--- config.mk ---
export PLATFORM = sky130hd
export DESIGN_NAME = kbd_subsys
export DESIGN_NICKNAME = d
export VERILOG_FILES = /design/src/hdl/pet_kbd_pkg.sv /design/src/hdl/kbd_subsys.sv /design/src/hdl/keyboard.sv /design/src/hdl/io_decode.sv /design/src/hdl/cpu_bus_timing.sv
export VERILOG_INCLUDE_DIRS = /design/src /design/src/hdl
export SDC_FILE = /design/constraint.sdc
export NUM_CORES = 1
export LEC_CHECK = 0
export ABC_AREA = 1
export BUFFER_PORTS_ARGS = -buffer_cell sky130_fd_sc_hd__buf_2
export CORE_UTILIZATION = 45
export CTS_CLUSTER_SIZE = 30
export DETAILED_ROUTE_END_ITERATION = 8
export GPL_TIMING_DRIVEN = 0
export PLACE_DENSITY = 0.73
export SYNTH_ARGS = -nofsm -noshare
export SYNTH_HDL_FRONTEND = slang
export SYNTH_SLANG_ARGS = --single-unit
export TNS_END_PERCENT = 10
--- constraint.sdc ---
create_clock -name wb_clock_i -period 2.9 [get_ports wb_clock_i]
set_clock_uncertainty 0.2 [all_clocks]
set_input_delay 0.87 -clock wb_clock_i [delete_from_list [all_inputs] [get_ports wb_clock_i]]
set_output_delay 0.87 -clock wb_clock_i [all_outputs]
set_load 0.02 [all_outputs]
--- src/hdl/pet_kbd_params.svh ---
// PET keyboard subsystem parameters
// Bus widths, matrix geometry, address windows and CPU bus timing
`ifndef PET_KBD_PARAMS_SVH
`define PET_KBD_PARAMS_SVH

// Bus widths
`define DATA_WIDTH       8
`define WB_ADDR_WIDTH    17
`define CPU_ADDR_WIDTH   16

// Keyboard matrix, 10 columns of 8 rows
`define KBD_COL_COUNT    10
`define KBD_ROW_COUNT    8
`define KBD_COL_WIDTH    4                // Also the size of the WB window in address bits

// Address windows
`define KBD_WB_BASE      17'h1E800        // 16 word WB window, low bits pick the column
`define PIA1_BASE        16'hE810         // PIA1 decodes E810..E81F

// CPU bus timing in WB clocks
// The CPU owns the bus in the second half of every cycle
`define CPU_CYCLE_CLOCKS 16
`define CPU_BE_START     8

`endif
--- src/hdl/pet_kbd_pkg.sv ---
// PET keyboard subsystem types
// Bus bundles, PIA1 port A view and PIA register select
`include "pet_kbd_params.svh"

package pet_kbd_pkg;

    // Wishbone B4 request from the MCU bridge
    typedef struct packed {
        logic [`WB_ADDR_WIDTH-1:0] adr;
        logic [`DATA_WIDTH-1:0]    dat;     // Write data
        logic                      we;
        logic                      cyc;
        logic                      stb;
    } wb_req_t;

    // Wishbone response, never stalls
    typedef struct packed {
        logic [`DATA_WIDTH-1:0] dat;        // Read data
        logic                   ack;
    } wb_rsp_t;

    // 6502 bus as seen by the monitor
    typedef struct packed {
        logic [`CPU_ADDR_WIDTH-1:0] addr;
        logic [`DATA_WIDTH-1:0]     data;   // Data on the bus, either direction
        logic                       we;
    } cpu_bus_t;

    // 6520 PIA register select, RS1:RS0
    typedef enum logic [1:0] {
        PORTA = 2'd0,
        CRA   = 2'd1,
        PORTB = 2'd2,
        CRB   = 2'd3
    } pia_rs_e;

    // PIA1 port A, raw byte or PET signal fields
    typedef union packed {
        logic [`DATA_WIDTH-1:0] raw;
        struct packed {
            logic                      diag;        // PA7 diagnostic sense
            logic                      eoi;         // PA6 IEEE-488 EOI in
            logic [1:0]                cass_sense;  // PA5:PA4 cassette switches
            logic [`KBD_COL_WIDTH-1:0] key_col;     // PA3:PA0 keyboard column
        } f;
    } pia1_porta_u;

endpackage

--- src/hdl/kbd_subsys.sv ---
// PET keyboard subsystem top level
// Ties CPU bus timing, address decoding and the keyboard peripheral together
`timescale 1ns/10ps
`include "pet_kbd_params.svh"

module kbd_subsys (
    input  logic                   wb_clock_i,
    input  logic                   rst_i,
    input  pet_kbd_pkg::wb_req_t   wb_req_i,        // From the MCU bridge
    input  pet_kbd_pkg::cpu_bus_t  cpu_bus_i,       // Monitored 6502 bus
    output pet_kbd_pkg::wb_rsp_t   wb_rsp_o,
    output logic [`DATA_WIDTH-1:0] cpu_data_o,
    output logic                   cpu_data_oe_o,
    output logic                   cpu_be_o,        // Tells the CPU model when to drive
    output logic                   cpu_data_strobe_o
);
    logic                 pia1_cs;
    pet_kbd_pkg::pia_rs_e pia1_rs;
    logic                 kbd_sel;

    // Phase only needed by the CPU model through hierarchy
    cpu_bus_timing u_timing (
        .wb_clock_i        (wb_clock_i),
        .rst_i             (rst_i),
        .cpu_be_o          (cpu_be_o),
        .cpu_data_strobe_o (cpu_data_strobe_o),
        .cpu_phase_o       ()
    );

    io_decode u_decode (
        .cpu_bus_i (cpu_bus_i),
        .wb_req_i  (wb_req_i),
        .pia1_cs_o (pia1_cs),
        .pia1_rs_o (pia1_rs),
        .kbd_sel_o (kbd_sel)
    );

    keyboard u_kbd (
        .wb_clock_i        (wb_clock_i),
        .rst_i             (rst_i),
        .wb_req_i          (wb_req_i),
        .wb_sel_i          (kbd_sel),
        .wb_rsp_o          (wb_rsp_o),
        .cpu_bus_i         (cpu_bus_i),
        .cpu_be_i          (cpu_be_o),
        .cpu_data_strobe_i (cpu_data_strobe_o),
        .pia1_cs_i         (pia1_cs),
        .pia1_rs_i         (pia1_rs),
        .cpu_data_o        (cpu_data_o),
        .cpu_data_oe_o     (cpu_data_oe_o)
    );

endmodule

--- src/hdl/keyboard.sv ---
// USB keyboard matrix peripheral on Wishbone
// Caches the PIA1 column, captures PET rows and overrides port B reads when a key is down
`timescale 1ns/10ps
`include "pet_kbd_params.svh"

module keyboard (
    input  logic                  wb_clock_i,
    input  logic                  rst_i,

    // Wishbone B4 pipelined, single cycle, no stall
    input  pet_kbd_pkg::wb_req_t  wb_req_i,
    input  logic                  wb_sel_i,         // From io_decode
    output pet_kbd_pkg::wb_rsp_t  wb_rsp_o,

    // 6502 bus monitor
    input  pet_kbd_pkg::cpu_bus_t cpu_bus_i,
    input  logic                  cpu_be_i,
    input  logic                  cpu_data_strobe_i,
    input  logic                  pia1_cs_i,
    input  pet_kbd_pkg::pia_rs_e  pia1_rs_i,
    output logic [`DATA_WIDTH-1:0] cpu_data_o,      // Override data for port B reads
    output logic                  cpu_data_oe_o     // High while intercepting
);
    // Row bits are active low, all ones means no key down
    logic [`KBD_COL_COUNT-1:0][`KBD_ROW_COUNT-1:0] usb_kbd;   // Written by the MCU
    logic [`KBD_COL_COUNT-1:0][`KBD_ROW_COUNT-1:0] pet_kbd;   // Captured from the real PIA

    logic [`KBD_COL_WIDTH-1:0] wb_col;
    logic                      wb_col_ok;
    logic                      wb_take;

    logic [`KBD_COL_WIDTH-1:0] selected_col;                  // Column driven on PIA1 PA3:PA0
    logic                      selected_col_ok;
    logic [`KBD_ROW_COUNT-1:0] selected_row;                  // USB rows of that column

    pet_kbd_pkg::pia1_porta_u  porta_wr;

    logic cpu_porta_wr;
    logic cpu_portb_rd;
    logic cpu_portb_rd_be;

    // Low WB address bits pick the column, 10..15 are holes
    assign wb_col    = wb_req_i.adr[`KBD_COL_WIDTH-1:0];
    assign wb_col_ok = (wb_col < `KBD_COL_COUNT);
    assign wb_take   = wb_sel_i && wb_req_i.cyc && wb_req_i.stb;

    always_ff @(posedge wb_clock_i) begin
        if (rst_i) begin
            wb_rsp_o.ack <= 1'b0;
            usb_kbd      <= '1;                               // No USB keys down
        end else begin
            wb_rsp_o.ack <= wb_take;                          // Always one clock later
            if (wb_take && wb_req_i.we && wb_col_ok) begin
                usb_kbd[wb_col] <= wb_req_i.dat;
            end
        end
    end

    // Read data is the PET column before this access
    always_ff @(posedge wb_clock_i) begin
        if (wb_take) begin
            wb_rsp_o.dat <= wb_col_ok ? pet_kbd[wb_col] : '1;
        end
    end

    // CPU side strobes, valid once per CPU cycle in phase 15
    assign porta_wr        = cpu_bus_i.data;                  // Decode the byte as PIA1 port A
    assign cpu_porta_wr    = pia1_cs_i && cpu_data_strobe_i && cpu_bus_i.we
                             && (pia1_rs_i == pet_kbd_pkg::PORTA);
    assign cpu_portb_rd    = pia1_cs_i && cpu_data_strobe_i && !cpu_bus_i.we
                             && (pia1_rs_i == pet_kbd_pkg::PORTB);
    assign selected_col_ok = (selected_col < `KBD_COL_COUNT);

    always_ff @(posedge wb_clock_i) begin
        if (rst_i) begin
            selected_col <= '0;
            pet_kbd      <= '1;
        end else begin
            if (cpu_porta_wr) begin
                selected_col <= porta_wr.f.key_col;           // Other PA bits are inputs
            end
            if (cpu_portb_rd && selected_col_ok) begin
                pet_kbd[selected_col] <= cpu_bus_i.data;      // Rows from the real PIA
            end
        end
    end

    // USB rows for the cached column, refreshed every clock
    always_ff @(posedge wb_clock_i) begin
        if (rst_i) begin
            selected_row <= '1;
        end else begin
            selected_row <= selected_col_ok ? usb_kbd[selected_col] : '1;
        end
    end

    // Port B read in progress anywhere in the bus enable window
    assign cpu_portb_rd_be = cpu_be_i && !cpu_bus_i.we && pia1_cs_i
                             && (pia1_rs_i == pet_kbd_pkg::PORTB);

    always_ff @(posedge wb_clock_i) begin
        if (rst_i) begin
            cpu_data_oe_o <= 1'b0;
        end else begin
            cpu_data_oe_o <= cpu_portb_rd_be && (selected_row != '1);  // Only when a key is down
        end
    end

    always_ff @(posedge wb_clock_i) begin
        if (cpu_portb_rd_be) begin
            cpu_data_o <= selected_row;
        end
    end

endmodule

--- src/hdl/io_decode.sv ---
// Address decoder for the CPU and Wishbone sides
// PIA1 chip and register select from the 6502 bus, keyboard select from WB
`timescale 1ns/10ps
`include "pet_kbd_params.svh"

module io_decode (
    input  pet_kbd_pkg::cpu_bus_t cpu_bus_i,
    input  pet_kbd_pkg::wb_req_t  wb_req_i,
    output logic                  pia1_cs_o,    // CPU address in the PIA1 window
    output pet_kbd_pkg::pia_rs_e  pia1_rs_o,    // Register within PIA1
    output logic                  kbd_sel_o     // WB address in the keyboard window
);
    // PIA1 window is 16 bytes, the 4 registers repeat in it
    localparam int PIA1_WIN_BITS = 4;
    localparam logic [`CPU_ADDR_WIDTH-1:0] PIA1_ADDR = `PIA1_BASE;

    // Keyboard window is one entry per possible column index
    localparam int KBD_WIN_BITS = `KBD_COL_WIDTH;
    localparam logic [`WB_ADDR_WIDTH-1:0] KBD_ADDR = `KBD_WB_BASE;

    logic [`CPU_ADDR_WIDTH-PIA1_WIN_BITS-1:0] cpu_page;
    logic [`WB_ADDR_WIDTH-KBD_WIN_BITS-1:0]   wb_page;

    // Upper address bits only, low bits are don't care inside a window
    assign cpu_page = cpu_bus_i.addr[`CPU_ADDR_WIDTH-1:PIA1_WIN_BITS];
    assign wb_page  = wb_req_i.adr[`WB_ADDR_WIDTH-1:KBD_WIN_BITS];

    // CPU side
    always_comb begin
        pia1_cs_o = (cpu_page == PIA1_ADDR[`CPU_ADDR_WIDTH-1:PIA1_WIN_BITS]);

        // RS1:RS0 are wired to A1:A0 as on the PET
        pia1_rs_o = pet_kbd_pkg::pia_rs_e'(cpu_bus_i.addr[1:0]);
    end

    // Wishbone side
    always_comb begin
        kbd_sel_o = (wb_page == KBD_ADDR[`WB_ADDR_WIDTH-1:KBD_WIN_BITS]);
    end

endmodule

--- src/hdl/cpu_bus_timing.sv ---
// CPU bus phase generator
// Splits the WB clock into 16 clock CPU cycles with bus enable and data strobe
`timescale 1ns/10ps
`include "pet_kbd_params.svh"

module cpu_bus_timing (
    input  logic                                  wb_clock_i,
    input  logic                                  rst_i,
    output logic                                  cpu_be_o,          // CPU owns the bus
    output logic                                  cpu_data_strobe_o, // Data valid, end of cycle
    output logic [$clog2(`CPU_CYCLE_CLOCKS)-1:0]  cpu_phase_o
);
    localparam int PHASE_WIDTH = $clog2(`CPU_CYCLE_CLOCKS);

    // Phase where bus enable rises and phase holding the strobe
    localparam logic [PHASE_WIDTH-1:0] PHASE_BE   = PHASE_WIDTH'(`CPU_BE_START);
    localparam logic [PHASE_WIDTH-1:0] PHASE_LAST = PHASE_WIDTH'(`CPU_CYCLE_CLOCKS - 1);

    logic [PHASE_WIDTH-1:0] phase_q;
    logic [PHASE_WIDTH-1:0] phase_next;

    // Wrap at the end of the CPU cycle
    always_comb begin
        if (phase_q == PHASE_LAST) begin
            phase_next = '0;
        end else begin
            phase_next = phase_q + 1'b1;
        end
    end

    // Outputs registered from the next phase so they line up with phase_q
    always_ff @(posedge wb_clock_i) begin
        if (rst_i) begin
            phase_q           <= '0;                 // Start of a CPU cycle
            cpu_be_o          <= 1'b0;
            cpu_data_strobe_o <= 1'b0;
        end else begin
            phase_q           <= phase_next;
            cpu_be_o          <= (phase_next >= PHASE_BE);   // Phases 8..15
            cpu_data_strobe_o <= (phase_next == PHASE_LAST); // One clock in phase 15
        end
    end

    // Phase index for the CPU side model
    assign cpu_phase_o = phase_q;

endmodule

==> results of run 1 <==
## Yosys cell counts, drive strengths merged
master,number,area share
a21oi,20,0.014
a22oi,49,0.041
buf,32,0.019
clkbuf,52,0.022
clkinv,1,0.00042
dfxtp,180,0.41
edfxtp,16,0.054
ha,2,0.0028
inv,38,0.016
nand2,294,0.12
nand3,176,0.11
nand3b,1,0.00084
nand4,195,0.14
nor2,55,0.043
nor3,4,0.0041
nor3b,1,0.00084
o211ai,1,0.00084
o21ai,1,0.00056
or2,1,0.00070
## path summary, 6_finish.rpt
kind                              end
hold / removal    u_kbd.cpu_data_o[7]
setup reg to reg    u_kbd.pet_kbd[67]
setup / recovery    u_kbd.usb_kbd[47]
hold reg to reg   u_kbd.cpu_data_o[7]
## metal layers
| metal | up-vias | GRT usage | share of wire |
|---|---|---|---|
| li1 | 4149 | - | - |
| met1 | 4137 | 0.3749 | 0.44 |
| met2 | 465 | 0.3916 | 0.44 |
| met3 | 63 | 0.04930 | 0.092 |
| met4 | 4 | 0.1070 | 0.027 |
| met5 | - | 0 | 0.00099 |
## sequential cells by signal, indices dropped and copies added (netlist names)
name,flops
u_kbd.cpu_data_o,8
u_kbd.cpu_data_oe_o,1
u_kbd.pet_kbd,80
u_kbd.selected_col,4
u_kbd.selected_row,8
u_kbd.usb_kbd,80
u_kbd.wb_rsp_o,9
u_timing.cpu_be_o,1
u_timing.cpu_data_strobe_o,1
u_timing.cpu_phase_o,4
## area by class of cell
| type | count | area share |
|---|---|---|
| buffer | 84 | 0.03609 |
| clock buffer | 17 | 0.04202 |
| clock inverter | 15 | 0.01669 |
| inverter | 39 | 0.01446 |
| multi-input combinational | 800 | 0.4254 |
| sequential | 196 | 0.4034 |
| tap | 265 | 0.03275 |
| timing repair buffer | 59 | 0.02917 |
## worst max-delay path: stages
cell      delay [ps]
clkbuf_1         180
inv_1            150
clkbuf_1         630
clkbuf_1         570
nand3_1          160
## stage by stage
step | hold slack [ps] | util | instance area, µm² | total power (µW) | TNS, ps
final | 234.8 | 0.5219 | 10120 | 5502 | 0
after detailed placement | 219.0 | 0.4912 | 9529 | 3132 | 0
after global placement | 215.7 | 0.4910 | 9524 | 3130 | -3174
after CTS | 235.8 | 0.5219 | 10120 | 5494 | 0
after floorplan | 207.9 | - | 8897 | 2998 | 0
after global routing | 245.0 | 0.5219 | 10120 | 5643 | 0
## kinds of logic (layout without fill, tap and decap cells)
group	after synthesis	in the layout
compound gates	71	71
fa+ha+maj	2	2
buf+inv	123	214
flops	196	196
simple gates	727	727
## power by group through the flow
stage	Sequential, µW	Combinational (µW)	Clock, µW
2_1_floorplan	2790	206	0
3_3_place_gp	2790	337	0
3_5_place_dp	2790	339	0
4_1_cts	2730	340	2420
5_1_grt	2730	373	2540
6_report	2730	349	2420
==> impl_metrics.csv, run 1 <==
group,metric,value,unit
worst_setup_path,worstPathArrival,2570,ps
synthesis,synth_compound_area_frac,0.05653,
die,start_util,0.4587,
cells_and_area,n_antenna_cell,0,
cts,cts_resized,0,
power,p_int,4107,µW
place,post-dp-hpwl,18.26,mm
synthesis,synthCells,1119,
cells_and_area,layout_commonest_cell,"nand2_1",
die,coreArea,19400,µm²
cts,post_cts_buffers,0,
synthesis,syn-cell-area,8897,µm²
grt,grt_pass1_wl,41.20,mm
drt,drtIter0Drc,1174,
grt,grt_start_max_net_pins,19,
drt,first_pass_iters,6,
run,cap_violations,0,
grt,antenna_found_initial,2,
synthesis,ys_seq_area_frac,0.4590,
synthesis,synth-seq-cells,196,
cts,h-tree-depth,4,
synthesis,syn_nets,1176,
cells_and_area,syn2layout_area_growth,13.78,%
grt,grt_util_all_layers,0.2638,
cells_and_area,layoutNonFillerInstCount,1475,
cts,clk_path_buf_depth,2,
place,io_buffers,59,
drt,postRouteAntennaNets,0,
cts,path_clk_slew,70,ps
cts,insertion_delay,450,ps
worst_setup_path,regToRegSetupSlack,650,ps
timing,slew_headroom,0.3255,
synthesis,synthXorXnorAreaFrac,0,
worst_setup_path,required,3000,ps
run_status,status,"completed",
timing,worst_slack,438.5,ps
drt,wl_per_cell,17.88,µm
grt,grt_pass1_vias,7774,
worst_setup_path,critPathLaunchType,"primary input",
cts,cts_root_buf,"clkbuf_16",
power,vdd_drop_max,460.4,µV
cts,clock-sinks,196,
die,dieWidth,142.6,µm
worst_setup_path,worstSetupEndpointType,"flop",
synthesis,yosysWarnings,0,
die,pin_count,75,
synthesis,syn_avg_cell_area,7.951,µm²
cells_and_area,drive_above_1_share,0.1570,
cells_and_area,fillers,1879,
place,post-place-cells,1443,
cells_and_area,nets,1254,
die,std_cell_rows,51,
power,p_clk_frac,0.440,
cts,hold_buffers,0,
worst_setup_path,timing.rr.start,"u_timing.cpu_data_strobe_o",
die,die_area,20340,µm²
timing,fin_crit_sh,0.8488,
hold_path,holdPathStages,0,
timing,hold_viol_final,0,
synthesis,muxShareOfSynthArea,0,
worst_setup_path,critPathMaxFanout,10,
drt,wl,26.37,mm
place,dp_slack,65.54,ps
timing,rsz0062_at_grt,"false",
die,die_y,142.6,µm
synthesis,synth-simple-area-share,0.4241,
cts,numCtsBuffers,17,
power,p_per_area,543.5,nW/µm²
worst_setup_path,r2r_cells,4,
timing,worstMarginPinSlew,1007,ps
power,sw_frac_of_total,0.2535,
timing,period_needed,2461,ps
worst_setup_path,worstSetupPathType,"in2reg",
cells_and_area,final_cell_mix,"294 x nand2_1, 187 x nand4_1, 180 x dfxtp_1, 164 x nand3_1, 81 x buf_2",
power,comb_power_share,0.063,
drt,vias,8818,
cts,tritoncts,"yes",
power,power_leakage,0.004532,µW
synthesis,synth.lib_cells_used.distinct,32,
grt,overflow,0,
power,p_seq_frac,0.496,
power,switching_power,1395,µW
cells_and_area,seqCellArea,4084,µm²
synthesis,synth_adder_area_share,0.002813,
worst_setup_path,crit_path_start,"rst_i",
timing,slew_viol_final,0,
cells_and_area,multiInputGateArea,4307,µm²
drt,drc_errors,0,
hold_path,holdCritStartpoint,"u_kbd.selected_row[7]",
timing,final-setup-viol-count,0,
hold_path,worstHoldPathType,"reg2reg",
place,gp_congestion,0.8865,
timing,fmax,406.3,MHz
drt,viasPerCell,5.978,
synthesis,synth_top_family_by_area,"simple AND/OR/NAND/NOR gates",
Note: power is estimated with default switching activity, not from simulation.
==> inputs of run 2 (changes only) <==
--- a/config.mk
+++ b/config.mk
@@ -12,7 +12,7 @@
 export CTS_CLUSTER_SIZE = 30
 export DETAILED_ROUTE_END_ITERATION = 8
 export GPL_TIMING_DRIVEN = 0
-export PLACE_DENSITY = 0.73
+export PLACE_DENSITY = 0.75
 export SYNTH_ARGS = -nofsm -noshare
 export SYNTH_HDL_FRONTEND = slang
 export SYNTH_SLANG_ARGS = --single-unit
==> constraint.sdc (replaced) <==
create_clock -name wb_clock_i -period 2.2 [get_ports wb_clock_i]
set_clock_uncertainty 0.2 [all_clocks]
set_input_delay 0.66 -clock wb_clock_i [delete_from_list [all_inputs] [get_ports wb_clock_i]]
set_output_delay 0.66 -clock wb_clock_i [all_outputs]
set_load 0.02 [all_outputs]
==> impl_metrics.csv, run 2 (synthesis results as in run 1) <==
group,metric,value,unit
die,pin_count,75,
worst_setup_path,crit_path_start,"u_kbd.selected_col[0]",
grt,overflow,0,
run,cap_violations,0,
power,p_per_area,697.6,nW/µm²
timing,period_needed,2088,ps
cells_and_area,nets,1255,
worst_setup_path,cpMaxStageDelayCell,"dfxtp_1",
cells_and_area,drive_above_1_share,0.1577,
die,dieWidth,142.6,µm
worst_setup_path,timing.rr.start,"u_kbd.selected_col[0]",
cts,insertion_delay,440,ps
drt,wl,26.66,mm
drt,drtIter0Drc,1052,
grt,grt_start_max_net_pins,18,
timing,final-setup-viol-count,0,
worst_setup_path,worstPathArrival,2200,ps
grt,antenna_found_initial,2,
die,start_util,0.4587,
timing,fin_crit_sh,0.9490,
timing,hold_slack,234.2,ps
timing,fmax,478.9,MHz
place,gp_congestion,0.8979,
worst_setup_path,cp_slowest_stage_delay,390,ps
cts,path_clk_slew,70,ps
place,post-dp-hpwl,18.56,mm
drt,wl_per_cell,18.05,µm
timing,tns,0,ps
cells_and_area,reg_top3,"u_kbd.pet_kbd (80), u_kbd.usb_kbd (80), u_kbd.wb_rsp_o (9)",
cells_and_area,final_util,0.5213,
timing,worstMarginPinSlew,743.6,ps
timing,slew_viol_final,0,
cts,clk_path_buf_depth,2,
cells_and_area,final_cell_mix,"294 x nand2_1, 187 x nand4_1, 180 x dfxtp_1, 164 x nand3_1, 81 x buf_2",
die,die_y,142.6,µm
die,std_cell_rows,51,
timing,slew_headroom,0.5043,
hold_path,holdCritStartpoint,"u_kbd.selected_row[7]",
cells_and_area,layout_commonest_cell,"nand2_1",
grt,grt_pass1_wl,41.61,mm
cts,tritoncts,"yes",
worst_setup_path,worstSetupEndpointType,"flop",
drt,first_pass_iters,6,
drt,postRouteAntennaNets,0,
grt,grt_pass1_vias,7924,
worst_setup_path,critPathMaxFanout,9,
grt,grt_util_all_layers,0.2655,
timing,rsz0062_at_grt,"true",
die,die_area,20340,µm²
cts,clock-sinks,196,
hold_path,worstHoldPathType,"reg2reg",
drt,vias,8875,
worst_setup_path,required,2320,ps
drt,viasPerCell,6.009,
worst_setup_path,crit_chain,"nor2_4, inv_2, nor2_2, nand4_1, nand2_1, nand3_1",
cells_and_area,syn2layout_area_growth,13.65,%
cts,h-tree-depth,4,
power,power_leakage,0.004546,µW
cts,hold_buffers,0,
timing,hold_viol_final,0,
run_status,status,"completed",
die,coreArea,19400,µm²
place,io_buffers,59,
cts,numCtsBuffers,17,
power,vdd_drop_max,640.1,µV
worst_setup_path,worstSetupPathType,"reg2reg",
cts,cts_root_buf,"clkbuf_16",
drt,drc_errors,0,
worst_setup_path,critPathLaunchType,"flop",
==> run 2: path summary, 6_finish.rpt <==
| check | to | slack [ps] | cells after the start |
|---|---|---|---|
| worst max-delay path | u_kbd.pet_kbd[39] | 110 | 6 |
| worst min-delay path | u_kbd.cpu_data_o[7] | 230 | 0 |
| worst max register to register | u_kbd.pet_kbd[39] | 110 | 6 |
| worst min register to register | u_kbd.cpu_data_o[7] | 230 | 0 |
==> run 2: cell type report <==
type | instances | area, µm²
fill | 1874 | 9286
timing repair buffer | 60 | 302.8
sequential | 196 | 4084
clock inverter | 14 | 128.9
inverter | 39 | 146.4
tap | 265 | 331.6
clock buffer | 18 | 429.2
antenna | 1 | 2.502
buffer | 84 | 369.1
multi-input combinational | 800 | 4318
==> run 2: power breakdown <==
part,total (µW),internal [µW],switching [µW]
Sequential,3600,3600,3.83
Clock,2990,1570,1420
Combinational,461,111,350
==> run 2: repair_timing <==
action | 4_1_cts | 5_1_grt
pin swaps | 0 | 1
endpoints found under the setup margin | 4 | 75
gates resized for setup | 1 | 6
buffers inserted | 0 | 1
==> run 2: critical path: cells and delay by family (launching register included) <==
kind                   cells  cell delay [ps]
and+or+nand+nor            5             1260
DFF                        1              390
buffers and inverters      1              110
==> run 2: layer usage <==
metal	global-route usage	vias to the layer above	wire [µm]
li1	-	4148	-
met1	0.3638	4161	11310
met2	0.4061	499	11950
met3	0.05902	65	2680
met4	0.1013	2	707
met5	0	-	11
==> run 2: metrics by stage <==
stage               area [µm²]  power, µW  worst slack (ps)  instances
floorplan                 8902       3952             86.88       1119
global placement          9529       4123            -377.1       1443
detailed placement        9529       4128            -422.5       1443
CTS                      10090       7053             29.83       1475
global route             10110       7241            -1.624       1476
finish                   10110       7054             112.1       1477
